## src/verilog/percArithPkg.sv

```systemverilog
`default_nettype none

package percArithPkg;

	localparam int WordWidth = 16;
	localparam int LongWidth = 32;

	localparam logic signed [LongWidth-1:0] MaxWord = 32'sd32767;
	localparam logic signed [LongWidth-1:0] MinWord = -32'sd32768;

	////////////////////////////// LAR approximation
	localparam logic signed [WordWidth-1:0] Seg1 = 16'sd1299;
	localparam logic signed [WordWidth-1:0] Seg2 = 16'sd1815;
	localparam logic signed [WordWidth-1:0] Seg3 = 16'sd1944;
	localparam logic signed [WordWidth-1:0] A1 = 16'sd4567;
	localparam logic signed [WordWidth-1:0] A2 = 16'sd11776;
	localparam logic signed [WordWidth-1:0] A3 = 16'sd27443;
	localparam logic signed [LongWidth-1:0] LB1 = 32'sd3271557;
	localparam logic signed [LongWidth-1:0] LB2 = 32'sd16357786;
	localparam logic signed [LongWidth-1:0] LB3 = 32'sd46808433;
	localparam int LarShift = 11;

	////////////////////////////// Smoothing hysteresis
	localparam logic signed [WordWidth-1:0] ThreshL1 = -16'sd3562;
	localparam logic signed [WordWidth-1:0] ThreshL2 = -16'sd3116;
	localparam logic signed [WordWidth-1:0] ThreshH1 = 16'sd1336;
	localparam logic signed [WordWidth-1:0] ThreshH2 = 16'sd890;

	////////////////////////////// Gamma values, Q15
	localparam logic signed [WordWidth-1:0] Gamma1Smooth0 = 16'sd32113;
	localparam logic signed [WordWidth-1:0] Gamma1Smooth1 = 16'sd30802;
	localparam logic signed [WordWidth-1:0] Gamma2High = 16'sd22938;
	localparam logic signed [WordWidth-1:0] Gamma2Low = 16'sd13107;
	localparam logic signed [WordWidth-1:0] Gamma2Smooth1 = 16'sd19661;
	localparam logic signed [WordWidth-1:0] Alpha = 16'sd19302;
	localparam logic signed [WordWidth-1:0] Beta = 16'sd1024;

	// Clip a long value into the signed word range
	function automatic logic signed [WordWidth-1:0] satWord(
		input logic signed [LongWidth-1:0] x);
		if (x > MaxWord)
			return WordWidth'(MaxWord);
		else if (x < MinWord)
			return WordWidth'(MinWord);
		return WordWidth'(x);
	endfunction

endpackage

`default_nettype wire

```

## src/verilog/frameLayoutPkg.sv

```systemverilog
`default_nettype none

package frameLayoutPkg;

	// Frame order is rc[0..1], LsfInt[0..9], LsfNew[0..9]
	localparam int RcCount = 2;
	localparam int LsfOrder = 10;
	localparam int FrameWords = RcCount + 2 * LsfOrder;

	localparam int LsfIntFirst = RcCount; // Index 2
	localparam int LsfNewFirst = LsfIntFirst + LsfOrder; // Index 12

	// One gamma pair per subframe
	localparam int Subframes = 2;

	localparam int PosWidth = $clog2(FrameWords);

endpackage

`default_nettype wire

```

## src/verilog/wordFifo.sv

```systemverilog
`timescale 1ns/10ps
`default_nettype none

module wordFifo #(
	parameter int FifoDepth = 4
) (
	input wire logic clk,
	input wire logic reset,
	input wire logic inValid,
	input wire logic signed [percArithPkg::WordWidth-1:0] inData,
	input wire logic pop,
	output logic signed [percArithPkg::WordWidth-1:0] headData,
	output logic notEmpty,
	output logic inCredit
);
	import percArithPkg::*;

	localparam int PtrWidth = (FifoDepth > 1) ? $clog2(FifoDepth) : 1;
	localparam int CountWidth = $clog2(FifoDepth + 1);

	logic signed [WordWidth-1:0] mem [FifoDepth];
	logic [PtrWidth-1:0] wrPtr;
	logic [PtrWidth-1:0] rdPtr;
	logic [PtrWidth-1:0] nextRd;
	logic [CountWidth-1:0] count;

	function automatic logic [PtrWidth-1:0] advance(input logic [PtrWidth-1:0] ptr);
		return (ptr == PtrWidth'(FifoDepth - 1)) ? '0 : ptr + 1'b1;
	endfunction

	assign nextRd = pop ? advance(rdPtr) : rdPtr;
	assign notEmpty = (count != '0);

	always_ff @(posedge clk)
	begin
		if (reset)
		begin
			wrPtr <= '0;
			rdPtr <= '0;
			count <= '0;
			inCredit <= 1'b0;
		end
		else
		begin
			if (inValid)
				wrPtr <= advance(wrPtr);
			rdPtr <= nextRd;
			count <= count + CountWidth'(inValid) - CountWidth'(pop);
			inCredit <= pop; // One credit back per consumed word
		end
	end

	always_ff @(posedge clk)
	begin
		if (inValid)
			mem[wrPtr] <= inData;
		// Bypass when the incoming word becomes the new head
		headData <= (inValid && wrPtr == nextRd) ? inData : mem[nextRd];
	end

endmodule

`default_nettype wire

```

## src/verilog/percVarControl.sv

```systemverilog
`timescale 1ns/10ps
`default_nettype none

module percVarControl #(
	parameter int OutCredits = 2
) (
	input wire logic clk,
	input wire logic reset,
	input wire logic notEmpty,
	input wire logic outCredit,
	output logic pop,
	output logic rcLoad,
	output logic rcIndex,
	output logic lsfLoad,
	output logic lsfFirst,
	output logic decide,
	output logic subframe,
	output logic emit,
	output logic frameStart,
	output logic outValid
);
	import frameLayoutPkg::*;

	localparam int CreditWidth = $clog2(OutCredits + 1);

	localparam logic [1:0] PhasePop = 2'd0;
	localparam logic [1:0] PhaseDecide = 2'd1;
	localparam logic [1:0] PhaseEmit = 2'd2;
	localparam logic [1:0] PhaseWait = 2'd3;

	logic [1:0] phase;
	logic [PosWidth-1:0] wordPos;
	logic [CreditWidth-1:0] creditCount;
	logic groupEnd;

	////////////////////////////// Word strobes
	assign pop = (phase == PhasePop) && notEmpty;
	assign frameStart = pop && (wordPos == '0);
	assign rcLoad = pop && (wordPos < RcCount);
	assign rcIndex = wordPos[0]; // Only two coefficients
	assign lsfLoad = pop && (wordPos >= RcCount);
	assign lsfFirst = (wordPos == LsfIntFirst) || (wordPos == LsfNewFirst);

	// Last LSF of LsfInt or LsfNew closes a subframe
	assign groupEnd = (wordPos == LsfIntFirst + LsfOrder - 1) ||
		(wordPos == LsfNewFirst + LsfOrder - 1);

	assign decide = (phase == PhaseDecide);
	assign emit = (phase == PhaseEmit);
	assign outValid = (phase == PhaseWait) && (creditCount != '0);

	////////////////////////////// Phase machine
	always_ff @(posedge clk)
	begin
		if (reset)
			phase <= PhasePop;
		else
		begin
			case (phase)
				PhasePop:
				begin
					if (pop && groupEnd)
						phase <= PhaseDecide;
				end
				PhaseDecide:
					phase <= PhaseEmit;
				PhaseEmit:
					phase <= PhaseWait;
				default:
				begin
					if (outValid)
						phase <= PhasePop; // Result accepted, resume popping
				end
			endcase
		end
	end

	always_ff @(posedge clk)
	begin
		if (reset)
		begin
			wordPos <= '0;
			subframe <= 1'b0;
		end
		else
		begin
			if (pop)
				wordPos <= (wordPos == PosWidth'(FrameWords - 1)) ? '0 : wordPos + 1'b1;
			if (emit)
				subframe <= (subframe == Subframes - 1) ? 1'b0 : 1'b1;
		end
	end

	// Output credits, spent by outValid and returned by the sink
	always_ff @(posedge clk)
	begin
		if (reset)
			creditCount <= CreditWidth'(OutCredits);
		else
			creditCount <= creditCount + CreditWidth'(outCredit) - CreditWidth'(outValid);
	end

endmodule

`default_nettype wire

```

## src/verilog/larTrack.sv

```systemverilog
`timescale 1ns/10ps
`default_nettype none

module larTrack (
	input wire logic clk,
	input wire logic reset,
	input wire logic rcLoad,
	input wire logic rcIndex,
	input wire logic signed [percArithPkg::WordWidth-1:0] headData,
	output logic signed [percArithPkg::WordWidth-1:0] larInterp0,
	output logic signed [percArithPkg::WordWidth-1:0] larInterp1,
	output logic signed [percArithPkg::WordWidth-1:0] larNew0,
	output logic signed [percArithPkg::WordWidth-1:0] larNew1
);
	import percArithPkg::*;

	logic signed [WordWidth-1:0] rcAbs;
	logic signed [WordWidth-1:0] curRc;
	logic signed [WordWidth-1:0] curHalf;
	logic signed [WordWidth-1:0] slope;
	logic signed [WordWidth-1:0] larMag;
	logic signed [WordWidth-1:0] larValue;
	logic signed [LongWidth-1:0] offset;
	logic signed [LongWidth-1:0] product;
	logic signed [LongWidth-1:0] diffLong;
	logic signed [WordWidth-1:0] larOld0;
	logic signed [WordWidth-1:0] larOld1;

	////////////////////////////// Coefficient to LAR
	always_comb
	begin
		rcAbs = satWord(headData[WordWidth-1] ? -LongWidth'(headData) : LongWidth'(headData));
		curRc = rcAbs >>> 4;
		curHalf = curRc >>> 1;
		if (curRc <= Seg2)
		begin
			slope = A1;
			offset = LB1;
		end
		else if (curRc <= Seg3)
		begin
			slope = A2;
			offset = LB2;
		end
		else
		begin
			slope = A3;
			offset = LB3;
		end
		product = (LongWidth'(curHalf) * LongWidth'(slope)) <<< 1; // Fractional multiply
		diffLong = product - offset;
		larMag = (curRc <= Seg1) ? curRc : WordWidth'(diffLong >>> LarShift);
		larValue = headData[WordWidth-1] ? -larMag : larMag; // Sign restore
	end

	// Old LARs persist from frame to frame
	always_ff @(posedge clk)
	begin
		if (reset)
		begin
			larOld0 <= '0;
			larOld1 <= '0;
		end
		else if (rcLoad && rcIndex)
		begin
			larOld0 <= larNew0;
			larOld1 <= larValue;
		end
	end

	always_ff @(posedge clk)
	begin
		if (rcLoad)
		begin
			if (rcIndex)
			begin
				larNew1 <= larValue;
				larInterp0 <= satWord(LongWidth'(larNew0) + LongWidth'(larOld0)) >>> 1;
				larInterp1 <= satWord(LongWidth'(larValue) + LongWidth'(larOld1)) >>> 1;
			end
			else
				larNew0 <= larValue; // First coefficient waits for the second
		end
	end

endmodule

`default_nettype wire

```

## src/verilog/smoothDecide.sv

```systemverilog
`timescale 1ns/10ps
`default_nettype none

module smoothDecide (
	input wire logic clk,
	input wire logic reset,
	input wire logic frameStart,
	input wire logic decide,
	input wire logic subframe,
	input wire logic signed [percArithPkg::WordWidth-1:0] larInterp0,
	input wire logic signed [percArithPkg::WordWidth-1:0] larInterp1,
	input wire logic signed [percArithPkg::WordWidth-1:0] larNew0,
	input wire logic signed [percArithPkg::WordWidth-1:0] larNew1,
	output logic smooth
);
	import percArithPkg::*;

	logic signed [WordWidth-1:0] crit0;
	logic signed [WordWidth-1:0] crit1;

	// Subframe 0 judges the interpolated LARs, subframe 1 the new ones
	assign crit0 = subframe ? larNew0 : larInterp0;
	assign crit1 = subframe ? larNew1 : larInterp1;

	always_ff @(posedge clk)
	begin
		if (reset || frameStart)
			smooth <= 1'b1;
		else if (decide)
		begin
			if (smooth)
			begin
				if ((crit0 < ThreshL1) && (crit1 > ThreshH1))
					smooth <= 1'b0;
			end
			else if ((crit0 > ThreshL2) || (crit1 < ThreshH2))
				smooth <= 1'b1;
		end
	end

endmodule

`default_nettype wire

```

## src/verilog/lsfMinDistance.sv

```systemverilog
`timescale 1ns/10ps
`default_nettype none

module lsfMinDistance (
	input wire logic clk,
	input wire logic reset,
	input wire logic lsfLoad,
	input wire logic lsfFirst,
	input wire logic signed [percArithPkg::WordWidth-1:0] headData,
	output logic signed [percArithPkg::WordWidth-1:0] dMin
);
	import percArithPkg::*;

	logic signed [WordWidth-1:0] lsfDouble;
	logic signed [WordWidth-1:0] lsfPrev;
	logic signed [WordWidth-1:0] diff;
	logic haveMin;

	assign lsfDouble = satWord(LongWidth'(headData) <<< 1);
	assign diff = satWord(LongWidth'(lsfDouble) - LongWidth'(lsfPrev));

	// Set once the first difference of a group is in dMin
	always_ff @(posedge clk)
	begin
		if (reset)
			haveMin <= 1'b0;
		else if (lsfLoad)
			haveMin <= !lsfFirst;
	end

	always_ff @(posedge clk)
	begin
		if (lsfLoad)
		begin
			lsfPrev <= lsfDouble;
			if (!lsfFirst && (!haveMin || diff < dMin))
				dMin <= diff;
		end
	end

endmodule

`default_nettype wire

```

## src/verilog/gammaCompute.sv

```systemverilog
`timescale 1ns/10ps
`default_nettype none

module gammaCompute (
	input wire logic clk,
	input wire logic reset,
	input wire logic emit,
	input wire logic smooth,
	input wire logic signed [percArithPkg::WordWidth-1:0] dMin,
	output logic signed [percArithPkg::WordWidth-1:0] gamma1,
	output logic signed [percArithPkg::WordWidth-1:0] gamma2
);
	import percArithPkg::*;

	logic signed [LongWidth-1:0] alphaProd;
	logic signed [WordWidth-1:0] multQ15;
	logic signed [WordWidth-1:0] betaDiff;
	logic signed [WordWidth-1:0] shifted;
	logic signed [WordWidth-1:0] gamma2Clamped;

	////////////////////////////// gamma2 = shl(Beta - Alpha*dMin, 5)
	always_comb
	begin
		alphaProd = LongWidth'(Alpha) * LongWidth'(dMin);
		multQ15 = satWord(alphaProd >>> 15);
		betaDiff = satWord(LongWidth'(Beta) - LongWidth'(multQ15));
		shifted = satWord(LongWidth'(betaDiff) <<< 5);
		if (shifted > Gamma2High)
			gamma2Clamped = Gamma2High;
		else if (shifted < Gamma2Low)
			gamma2Clamped = Gamma2Low;
		else
			gamma2Clamped = shifted;
	end

	always_ff @(posedge clk)
	begin
		if (reset)
		begin
			gamma1 <= '0;
			gamma2 <= '0;
		end
		else if (emit)
		begin
			gamma1 <= smooth ? Gamma1Smooth1 : Gamma1Smooth0;
			gamma2 <= smooth ? Gamma2Smooth1 : gamma2Clamped; // Fixed pair when smoothing
		end
	end

endmodule

`default_nettype wire

```

## src/verilog/percVarTop.sv

```systemverilog
`timescale 1ns/10ps
`default_nettype none

module percVarTop #(
	parameter int FifoDepth = 4,
	parameter int OutCredits = 2
) (
	input wire logic clk,
	input wire logic reset,
	input wire logic inValid,
	input wire logic signed [percArithPkg::WordWidth-1:0] inData,
	output logic inCredit,
	output logic outValid,
	input wire logic outCredit,
	output logic signed [percArithPkg::WordWidth-1:0] gamma1,
	output logic signed [percArithPkg::WordWidth-1:0] gamma2
);
	import percArithPkg::*;

	logic signed [WordWidth-1:0] headData;
	logic notEmpty;
	logic pop;
	logic rcLoad;
	logic rcIndex;
	logic lsfLoad;
	logic lsfFirst;
	logic decide;
	logic subframe;
	logic emit;
	logic frameStart;
	logic signed [WordWidth-1:0] larInterp0;
	logic signed [WordWidth-1:0] larInterp1;
	logic signed [WordWidth-1:0] larNew0;
	logic signed [WordWidth-1:0] larNew1;
	logic smooth;
	logic signed [WordWidth-1:0] dMin;

	wordFifo #(.FifoDepth(FifoDepth)) wordFifo_inst (
		.clk, .reset, .inValid, .inData, .pop, .headData, .notEmpty, .inCredit
	);

	percVarControl #(.OutCredits(OutCredits)) percVarControl_inst (
		.clk, .reset, .notEmpty, .outCredit, .pop, .rcLoad, .rcIndex, .lsfLoad,
		.lsfFirst, .decide, .subframe, .emit, .frameStart, .outValid
	);

	larTrack larTrack_inst (
		.clk, .reset, .rcLoad, .rcIndex, .headData,
		.larInterp0, .larInterp1, .larNew0, .larNew1
	);

	smoothDecide smoothDecide_inst (
		.clk, .reset, .frameStart, .decide, .subframe,
		.larInterp0, .larInterp1, .larNew0, .larNew1, .smooth
	);

	lsfMinDistance lsfMinDistance_inst (
		.clk, .reset, .lsfLoad, .lsfFirst, .headData, .dMin
	);

	gammaCompute gammaCompute_inst (
		.clk, .reset, .emit, .smooth, .dMin, .gamma1, .gamma2
	);

endmodule

`default_nettype wire

```

## config.mk

```make
export PLATFORM = sky130hd
export DESIGN_NAME = percVarTop
export DESIGN_NICKNAME = d
export VERILOG_FILES = /design/src/verilog/percArithPkg.sv /design/src/verilog/frameLayoutPkg.sv /design/src/verilog/wordFifo.sv /design/src/verilog/percVarControl.sv /design/src/verilog/larTrack.sv /design/src/verilog/smoothDecide.sv /design/src/verilog/lsfMinDistance.sv /design/src/verilog/gammaCompute.sv /design/src/verilog/percVarTop.sv
export SDC_FILE = /design/constraint.sdc
export NUM_CORES = 1
export LEC_CHECK = 0
export BUFFER_PORTS_ARGS = -buffer_cell sky130_fd_sc_hd__clkbuf_2
export CORE_MARGIN = 2
export CORE_UTILIZATION = 55
export DETAILED_ROUTE_END_ITERATION = 10
export PLACE_DENSITY = 0.75
export SLEW_MARGIN = 15
export SYNTH_ARGS = -nofsm -noshare
export SYNTH_HDL_FRONTEND = slang
export SYNTH_HIERARCHICAL = 1
export SYNTH_SLANG_ARGS = --single-unit
```

## constraint.sdc

```tcl
create_clock -name clk -period 17.6 [get_ports clk]
set_clock_uncertainty 0.15 [all_clocks]
set_input_delay 3.52 -clock clk [delete_from_list [all_inputs] [get_ports clk]]
set_output_delay 3.52 -clock clk [all_outputs]
set_load 0.1 [all_outputs]
```

# Word-level counts from Yosys, hierarchy flattened
# Memory sizes are Yosys's and may differ from the RTL's. A register that Yosys moved wholly into a read port is not among the register bits.
# Cells that the tools add are included.
[classes] addsub=14 n_mul=2 magnitude_cmp=28 eq_ne=10 muxes=70 bitwise=1 n_reduce_logical=25
[ops] op="$mux W16" n=31
[ops] op="$gt A32 B16 Y1 const B" n=5
[ops] op="$lt A32 B16 Y1 const B" n=5
[ops] op="$mux W26" n=2
[ops] op="$le A12 B12 Y1 const B" n=3
[ops] op="$add A16 B16 Y17" n=2
[ops] op="$gt A17 B16 Y1 const B" n=2
[ops] op="$lt A17 B16 Y1 const B" n=2
[ops] op="$mux W32" n=1
[ops] op="$neg A16 Y32" n=1
[ops] op="$mul A15 B16 Y31 const A" n=1
[ops] op="$mux W15" n=2
[ops] op="$sub A27 B27 Y27" n=1
[ops] op="$mul A11 B16 Y26" n=1
[ops] op="$mux W1" n=26
[ops] op="$gt A21 B16 Y1 const B" n=1
[ops] op="$lt A21 B16 Y1 const B" n=1
[ops] op="$sub A12 B16 Y17 const A" n=1
[ops] op="$sub A16 B16 Y17" n=1
[ops] op="$gt A16 B12 Y1 const B" n=1
[ops] op="$gt A16 B13 Y1 const B" n=1
[ops] op="$gt A16 B16 Y1 const B" n=1
[ops] op="$lt A16 B11 Y1 const B" n=1
[ops] op="$lt A16 B13 Y1 const B" n=1
[ops] op="other kinds (31)" n=56
[word_totals] regBits=178 ramBits=64 inputBits=20 output_inout_bits=34 memories=1
[memory_table] name="wordFifo_inst.mem" words=4 word_bits=16 read_ports=1 rd_ports_with_merged_regs=1 wr=1 line="wordFifo.sv:21" text="logic signed [WordWidth-1:0] mem [FifoDepth];"

# Longest topological paths before layout
[logic_depth] depth_word=21 ltp_mapped=58

# By module
# The synthesis kept the hierarchy.
[modules_own_cells] mod="larTrack" instances=1 cells_per_inst=1280 area_each_um2=11459.7 seq_area_each_um2=2502.4
[modules_own_cells] mod="gammaCompute" instances=1 cells_per_inst=812 area_each_um2=6683.9 seq_area_each_um2=360.3
[modules_own_cells] mod="wordFifo" instances=1 cells_per_inst=127 area_each_um2=2808.9 seq_area_each_um2=2122.0
[modules_own_cells] mod="lsfMinDistance" instances=1 cells_per_inst=269 area_each_um2=2580.0 seq_area_each_um2=980.9
[modules_own_cells] mod="percVarControl" instances=1 cells_per_inst=81 area_each_um2=716.9 seq_area_each_um2=200.2
[modules_own_cells] mod="smoothDecide" instances=1 cells_per_inst=75 area_each_um2=475.5 seq_area_each_um2=20.0

# Least setup slack after synthesis
# No wires, ideal clock.
[synth_timing] path_type="reg2reg" startpoint="reg (tool-made name)" endpoint="reg larTrack_inst/larInterp1[12] in the netlist's numbering (data pin)" setup_time_ps=272 t_arrival_ps=12213 setup_slack_ps=4966 stages_incl_launch_ff=55 path_buffers=6 cell_sequence="dfxtp_1 -> buf_6 -> buf_12 -> mux4_2 -> or4_1 -> buf_4 -> nor4_1 -> xor2_1 -> o211ai_1 -> and2_1 -> clkbuf_1 -> nand2_1 -> nor2_1 -> inv_1 -> clkbuf_1 -> nor2_1 -> fa_1 -> fa_1 -> [... 19 more ...] -> nand3_1 -> o221a_2 -> o211ai_1 -> o2111ai_1 -> nor4_4 -> a21o_1 -> xor2_1 -> inv_1 -> ha_1 -> nand2_1 -> o311a_1 -> a21oi_1 -> a211oi_1 -> o21bai_1 -> xor2_1 -> nor2_1 -> clkbuf_1 -> o21ai_0"
[synth_lines] element="to (signal assigned)" line="larTrack.sv:79" text="larInterp1 <= satWord(LongWidth'(larValue) + LongWidth'(larOld1)) >>> 1;"
[synth_lines] element="to (decl)" line="larTrack.sv:11" text="output logic signed [percArithPkg::WordWidth-1:0] larInterp1,"

==> impl_metrics.yaml <==
placement:
  io_buffers: 48
  routabilityCongestion: 0.972
  hpwl_mm: 44.8
  placedCellCount: 3221
final_layout:
  syn2layout_area_growth_pct: 6.28
  layout.cells.most_common: "sky130_fd_sc_hd__inv_1"
  post_route_cells_drive_above_1_share: 0.0695
  final-instance-count-excl-fill: 3267
  nNetsFinal: 3154
  layout_common_cells: "sky130_fd_sc_hd__inv_1 (438), sky130_fd_sc_hd__ha_1 (294), sky130_fd_sc_hd__nand2_1 (193)"
  num_antenna_cells: 0
yosys:
  yosys.area_share.simple: 0.132
  synthesis.area_per_instance_sq_um: 9.35
  synth_top_family_by_area: "adder cells"
  postSynthRegisterBits: 230
  synth_mux_area_frac: 0.0234
  netlist-cell-type-count: 118
  synth_xor_xnor_area_share: 0.0448
  synth_top_flop_cell: "sky130_fd_sc_hd__edfxtp_1"
  share_of_the_synthesized_area_in_compound_gates_ao_oa_aoi_oai: 0.165
  synth-warning-count: 6
  synth-async-reset-ratio: 0
  synthCells: 2644
  netlist_area_pre_place_sq_um: 24700
  synth.yosys.seq_area_share: 0.250
  synthAdderAreaFrac: 0.299
  synth-edff-count: 158
die:
  rows: 77
  chipHeight_microns: 216
  floorplan.initialDensity: 0.558
  die_w_microns: 216
  core_area_sq_um: 44300
  io_pins: 54
  dieArea_sq_um: 46700
cts:
  cts.sink_count: 230
  cts_htree_levels: 1
  clk_transition_reported_paths_ns: 0.06
  clockBufferDepth: 3
  post_cts_hold_buffer_count: 0
  ctsResizeCount: 0
  clock_insertion_delay_worst_skew_ns: 0.53
  tritoncts_clock_tree: "built"
  clock_tree.root_cell: "sky130_fd_sc_hd__clkbuf_16"
  cts_made_buffers: 25
  setup_fix_buffers_added_after_clock_tree_synthesis: 0
sta:
  finalCritPeriodShare: 0.859
  rsz0062_at_grt: "no"
  final-max-slew-violation-count: 0
  finalHoldViolCount: 0
  maxSlewHeadroom: 0.262
  setup_viol_count_final: 0
  worst_pin_slew_ns: 1.10
  fmax_mhz: 66.2
  final.setup.tns_ns: 0
  layout_min_cycle_time_ns: 15.12
critical_path:
  cp.required_ns: 17.70
  worst-endpoint-arrival_ns: 15.21
  worstRegToRegCells: 47
  cp-start-kind: "flop"
  criticalPathCategory: "flop to flop"
  cp_num_cells: 47
  cp_num_buf_inv: 4
  slowest_stage: "sky130_fd_sc_hd__dfxtp_1"
  critPathMaxStageDelay_ns: 0.95
  crit_family: "compound AO/OA/AOI/OAI gates"
  crit_fanout: 16
  crit_path_end_kind: "flop"
min_path:
  min_delay_path_depth: 2
  hold_path_class: "flop to flop"
grt:
  global_route.overflow_total: 0
  grt_start_max_net_pins: 84
  grt_use_total: 0.242
  number_of_global_route_vias_before_repair: 18961
  grt_pass1_wl_mm: 93.1
  antenna_violations_before_repair: 0
status:
  outcome: "finished clean"
drt:
  detailedRoute.firstIterationViolations: 1532
  route.vias.total: 18833
  avgRoutedWirePerCell_microns: 17.0
  route.antenna.remaining_nets: 0
  wl_mm: 55.6
  vias_per_cell: 5.76
  drt_first_pass_iters: 8
  remaining_design_rule_violation_count: 0
flow_run:
  max_cap_viol_count: 0
-- registers in the layout, summed over array words and instances, names as in the netlist, 2 cells and up, named ones only --
signal / flops
gammaCompute_inst/gamma1: 3
wordFifo_inst/rdPtr: 2
larTrack_inst/larOld1: 16
larTrack_inst/larOld0: 16
larTrack_inst/larNew0: 16
lsfMinDistance_inst/dMin: 16
lsfMinDistance_inst/lsfPrev: 16
wordFifo_inst/mem: 64
wordFifo_inst/count: 3
percVarControl_inst/wordPos: 5
larTrack_inst/larInterp1: 15
larTrack_inst/larInterp0: 15
larTrack_inst/larNew1: 16
percVarControl_inst/creditCount: 2
wordFifo_inst/wrPtr: 2
gammaCompute_inst/gamma2: 15
percVarControl_inst/phase: 2
-- stage by stage --
| stage | util | cell area (sq um) | hold slack (ns) | setup WS [ns] |
|---|---|---|---|---|
| 2_1_floorplan | - | 24800 | 0.290 | 4.97 |
| 3_3_place_gp | 0.572 | 25400 | 0.296 | 3.12 |
| 4_1_cts | 0.593 | 26300 | 0.311 | 2.55 |
| 6_report | 0.593 | 26300 | 0.309 | 2.48 |
| 5_1_grt | 0.593 | 26300 | 0.322 | 1.20 |
| 3_5_place_dp | 0.572 | 25400 | 0.302 | 2.58 |
-- final cells by class --
cell class / instances / area (sq um)
clock buffers: 28 / 647
clock inverters: 18 / 263
well taps: 592 / 741
fillers: 3777 / 18000
inverters: 440 / 1650
repair buffers: 54 / 285
multi-input cells: 1905 / 16500
flip-flops and latches: 230 / 6190
-- cell usage after synthesis (9+ instances only) --
master / instances / share of area
sky130_fd_sc_hd__inv_1: 439 / 0.067
sky130_fd_sc_hd__ha_1: 294 / 0.15
sky130_fd_sc_hd__nand2_1: 193 / 0.029
sky130_fd_sc_hd__fa_1: 184 / 0.15
sky130_fd_sc_hd__nor2_1: 167 / 0.025
sky130_fd_sc_hd__edfxtp_1: 158 / 0.19
sky130_fd_sc_hd__a21oi_1: 139 / 0.028
sky130_fd_sc_hd__o21ai_0: 104 / 0.021
sky130_fd_sc_hd__xnor2_1: 76 / 0.027
sky130_fd_sc_hd__dfxtp_1: 72 / 0.058
sky130_fd_sc_hd__a21o_1: 53 / 0.016
sky130_fd_sc_hd__nand3_1: 53 / 0.011
sky130_fd_sc_hd__clkbuf_1: 51 / 0.0077
sky130_fd_sc_hd__nor3_1: 48 / 0.0097
sky130_fd_sc_hd__xor2_1: 48 / 0.017
sky130_fd_sc_hd__a211oi_1: 31 / 0.0094
sky130_fd_sc_hd__o211ai_1: 29 / 0.0088
sky130_fd_sc_hd__and2_1: 28 / 0.0071
sky130_fd_sc_hd__o21a_1: 26 / 0.0079
sky130_fd_sc_hd__a31oi_1: 25 / 0.0063
sky130_fd_sc_hd__nand2b_1: 25 / 0.0063
sky130_fd_sc_hd__nor2b_1: 23 / 0.0058
sky130_fd_sc_hd__nand4_1: 22 / 0.0056
sky130_fd_sc_hd__and3_1: 19 / 0.0048
sky130_fd_sc_hd__buf_4: 18 / 0.0055
sky130_fd_sc_hd__mux2i_1: 17 / 0.0069
sky130_fd_sc_hd__or3_1: 15 / 0.0038
sky130_fd_sc_hd__buf_2: 12 / 0.0024
sky130_fd_sc_hd__o31ai_1: 12 / 0.0036
sky130_fd_sc_hd__o21bai_1: 11 / 0.0033
sky130_fd_sc_hd__mux4_2: 10 / 0.0091
sky130_fd_sc_hd__nor3b_1: 10 / 0.0030
sky130_fd_sc_hd__a211o_1: 9 / 0.0032
sky130_fd_sc_hd__or4_1: 9 / 0.0027
-- cell families (layout without fill, tap and decap cells) --
| family | after synthesis | in the layout |
|---|---|---|
| AND/OR/NAND/NOR | 661 | 661 |
| AO/OA/AOI/OAI | 581 | 581 |
| buffers and inverters | 527 | 540 |
| adder cells (fa/ha/maj) | 482 | 482 |
| flip-flops | 230 | 230 |
| XOR/XNOR | 125 | 125 |
| multiplexers | 35 | 35 |
| other | 3 | 21 |
-- routing by layer --
| metal | vias up | routed length, microns | track usage |
|---|---|---|---|
| li1 | 9180 | - | - |
| met3 | 104 | 2660 | 0.0220 |
| met2 | 526 | 26300 | 0.414 |
| met4 | 0 | 1510 | 0.0680 |
| met1 | 9023 | 25100 | 0.328 |
| met5 | - | 0 | 0 |
-- path summary, 6_finish.rpt --
path                       startpoint                            to  slack (ns)
max reg2reg                      flop  larTrack_inst/larInterp1[12]        2.48
min          larTrack_inst/larOld0[5]      larTrack_inst/larOld0[5]        0.31
min reg2reg  larTrack_inst/larOld0[5]      larTrack_inst/larOld0[5]        0.31
max                              flop  larTrack_inst/larInterp1[12]        2.48
-- worst min-delay path: cells and delay by family, from the launching register on --
| family | cells | cell delay [ns] |
|---|---|---|
| flip-flops | 1 | 0.31 |
| AND/OR/NAND/NOR | 1 | 0.05 |
| AO/OA/AOI/OAI | 1 | 0.05 |
Power is left out: the tool's default activity adds up to more than one toggle a clock period on the data nets, which glitch-free logic cannot reach.
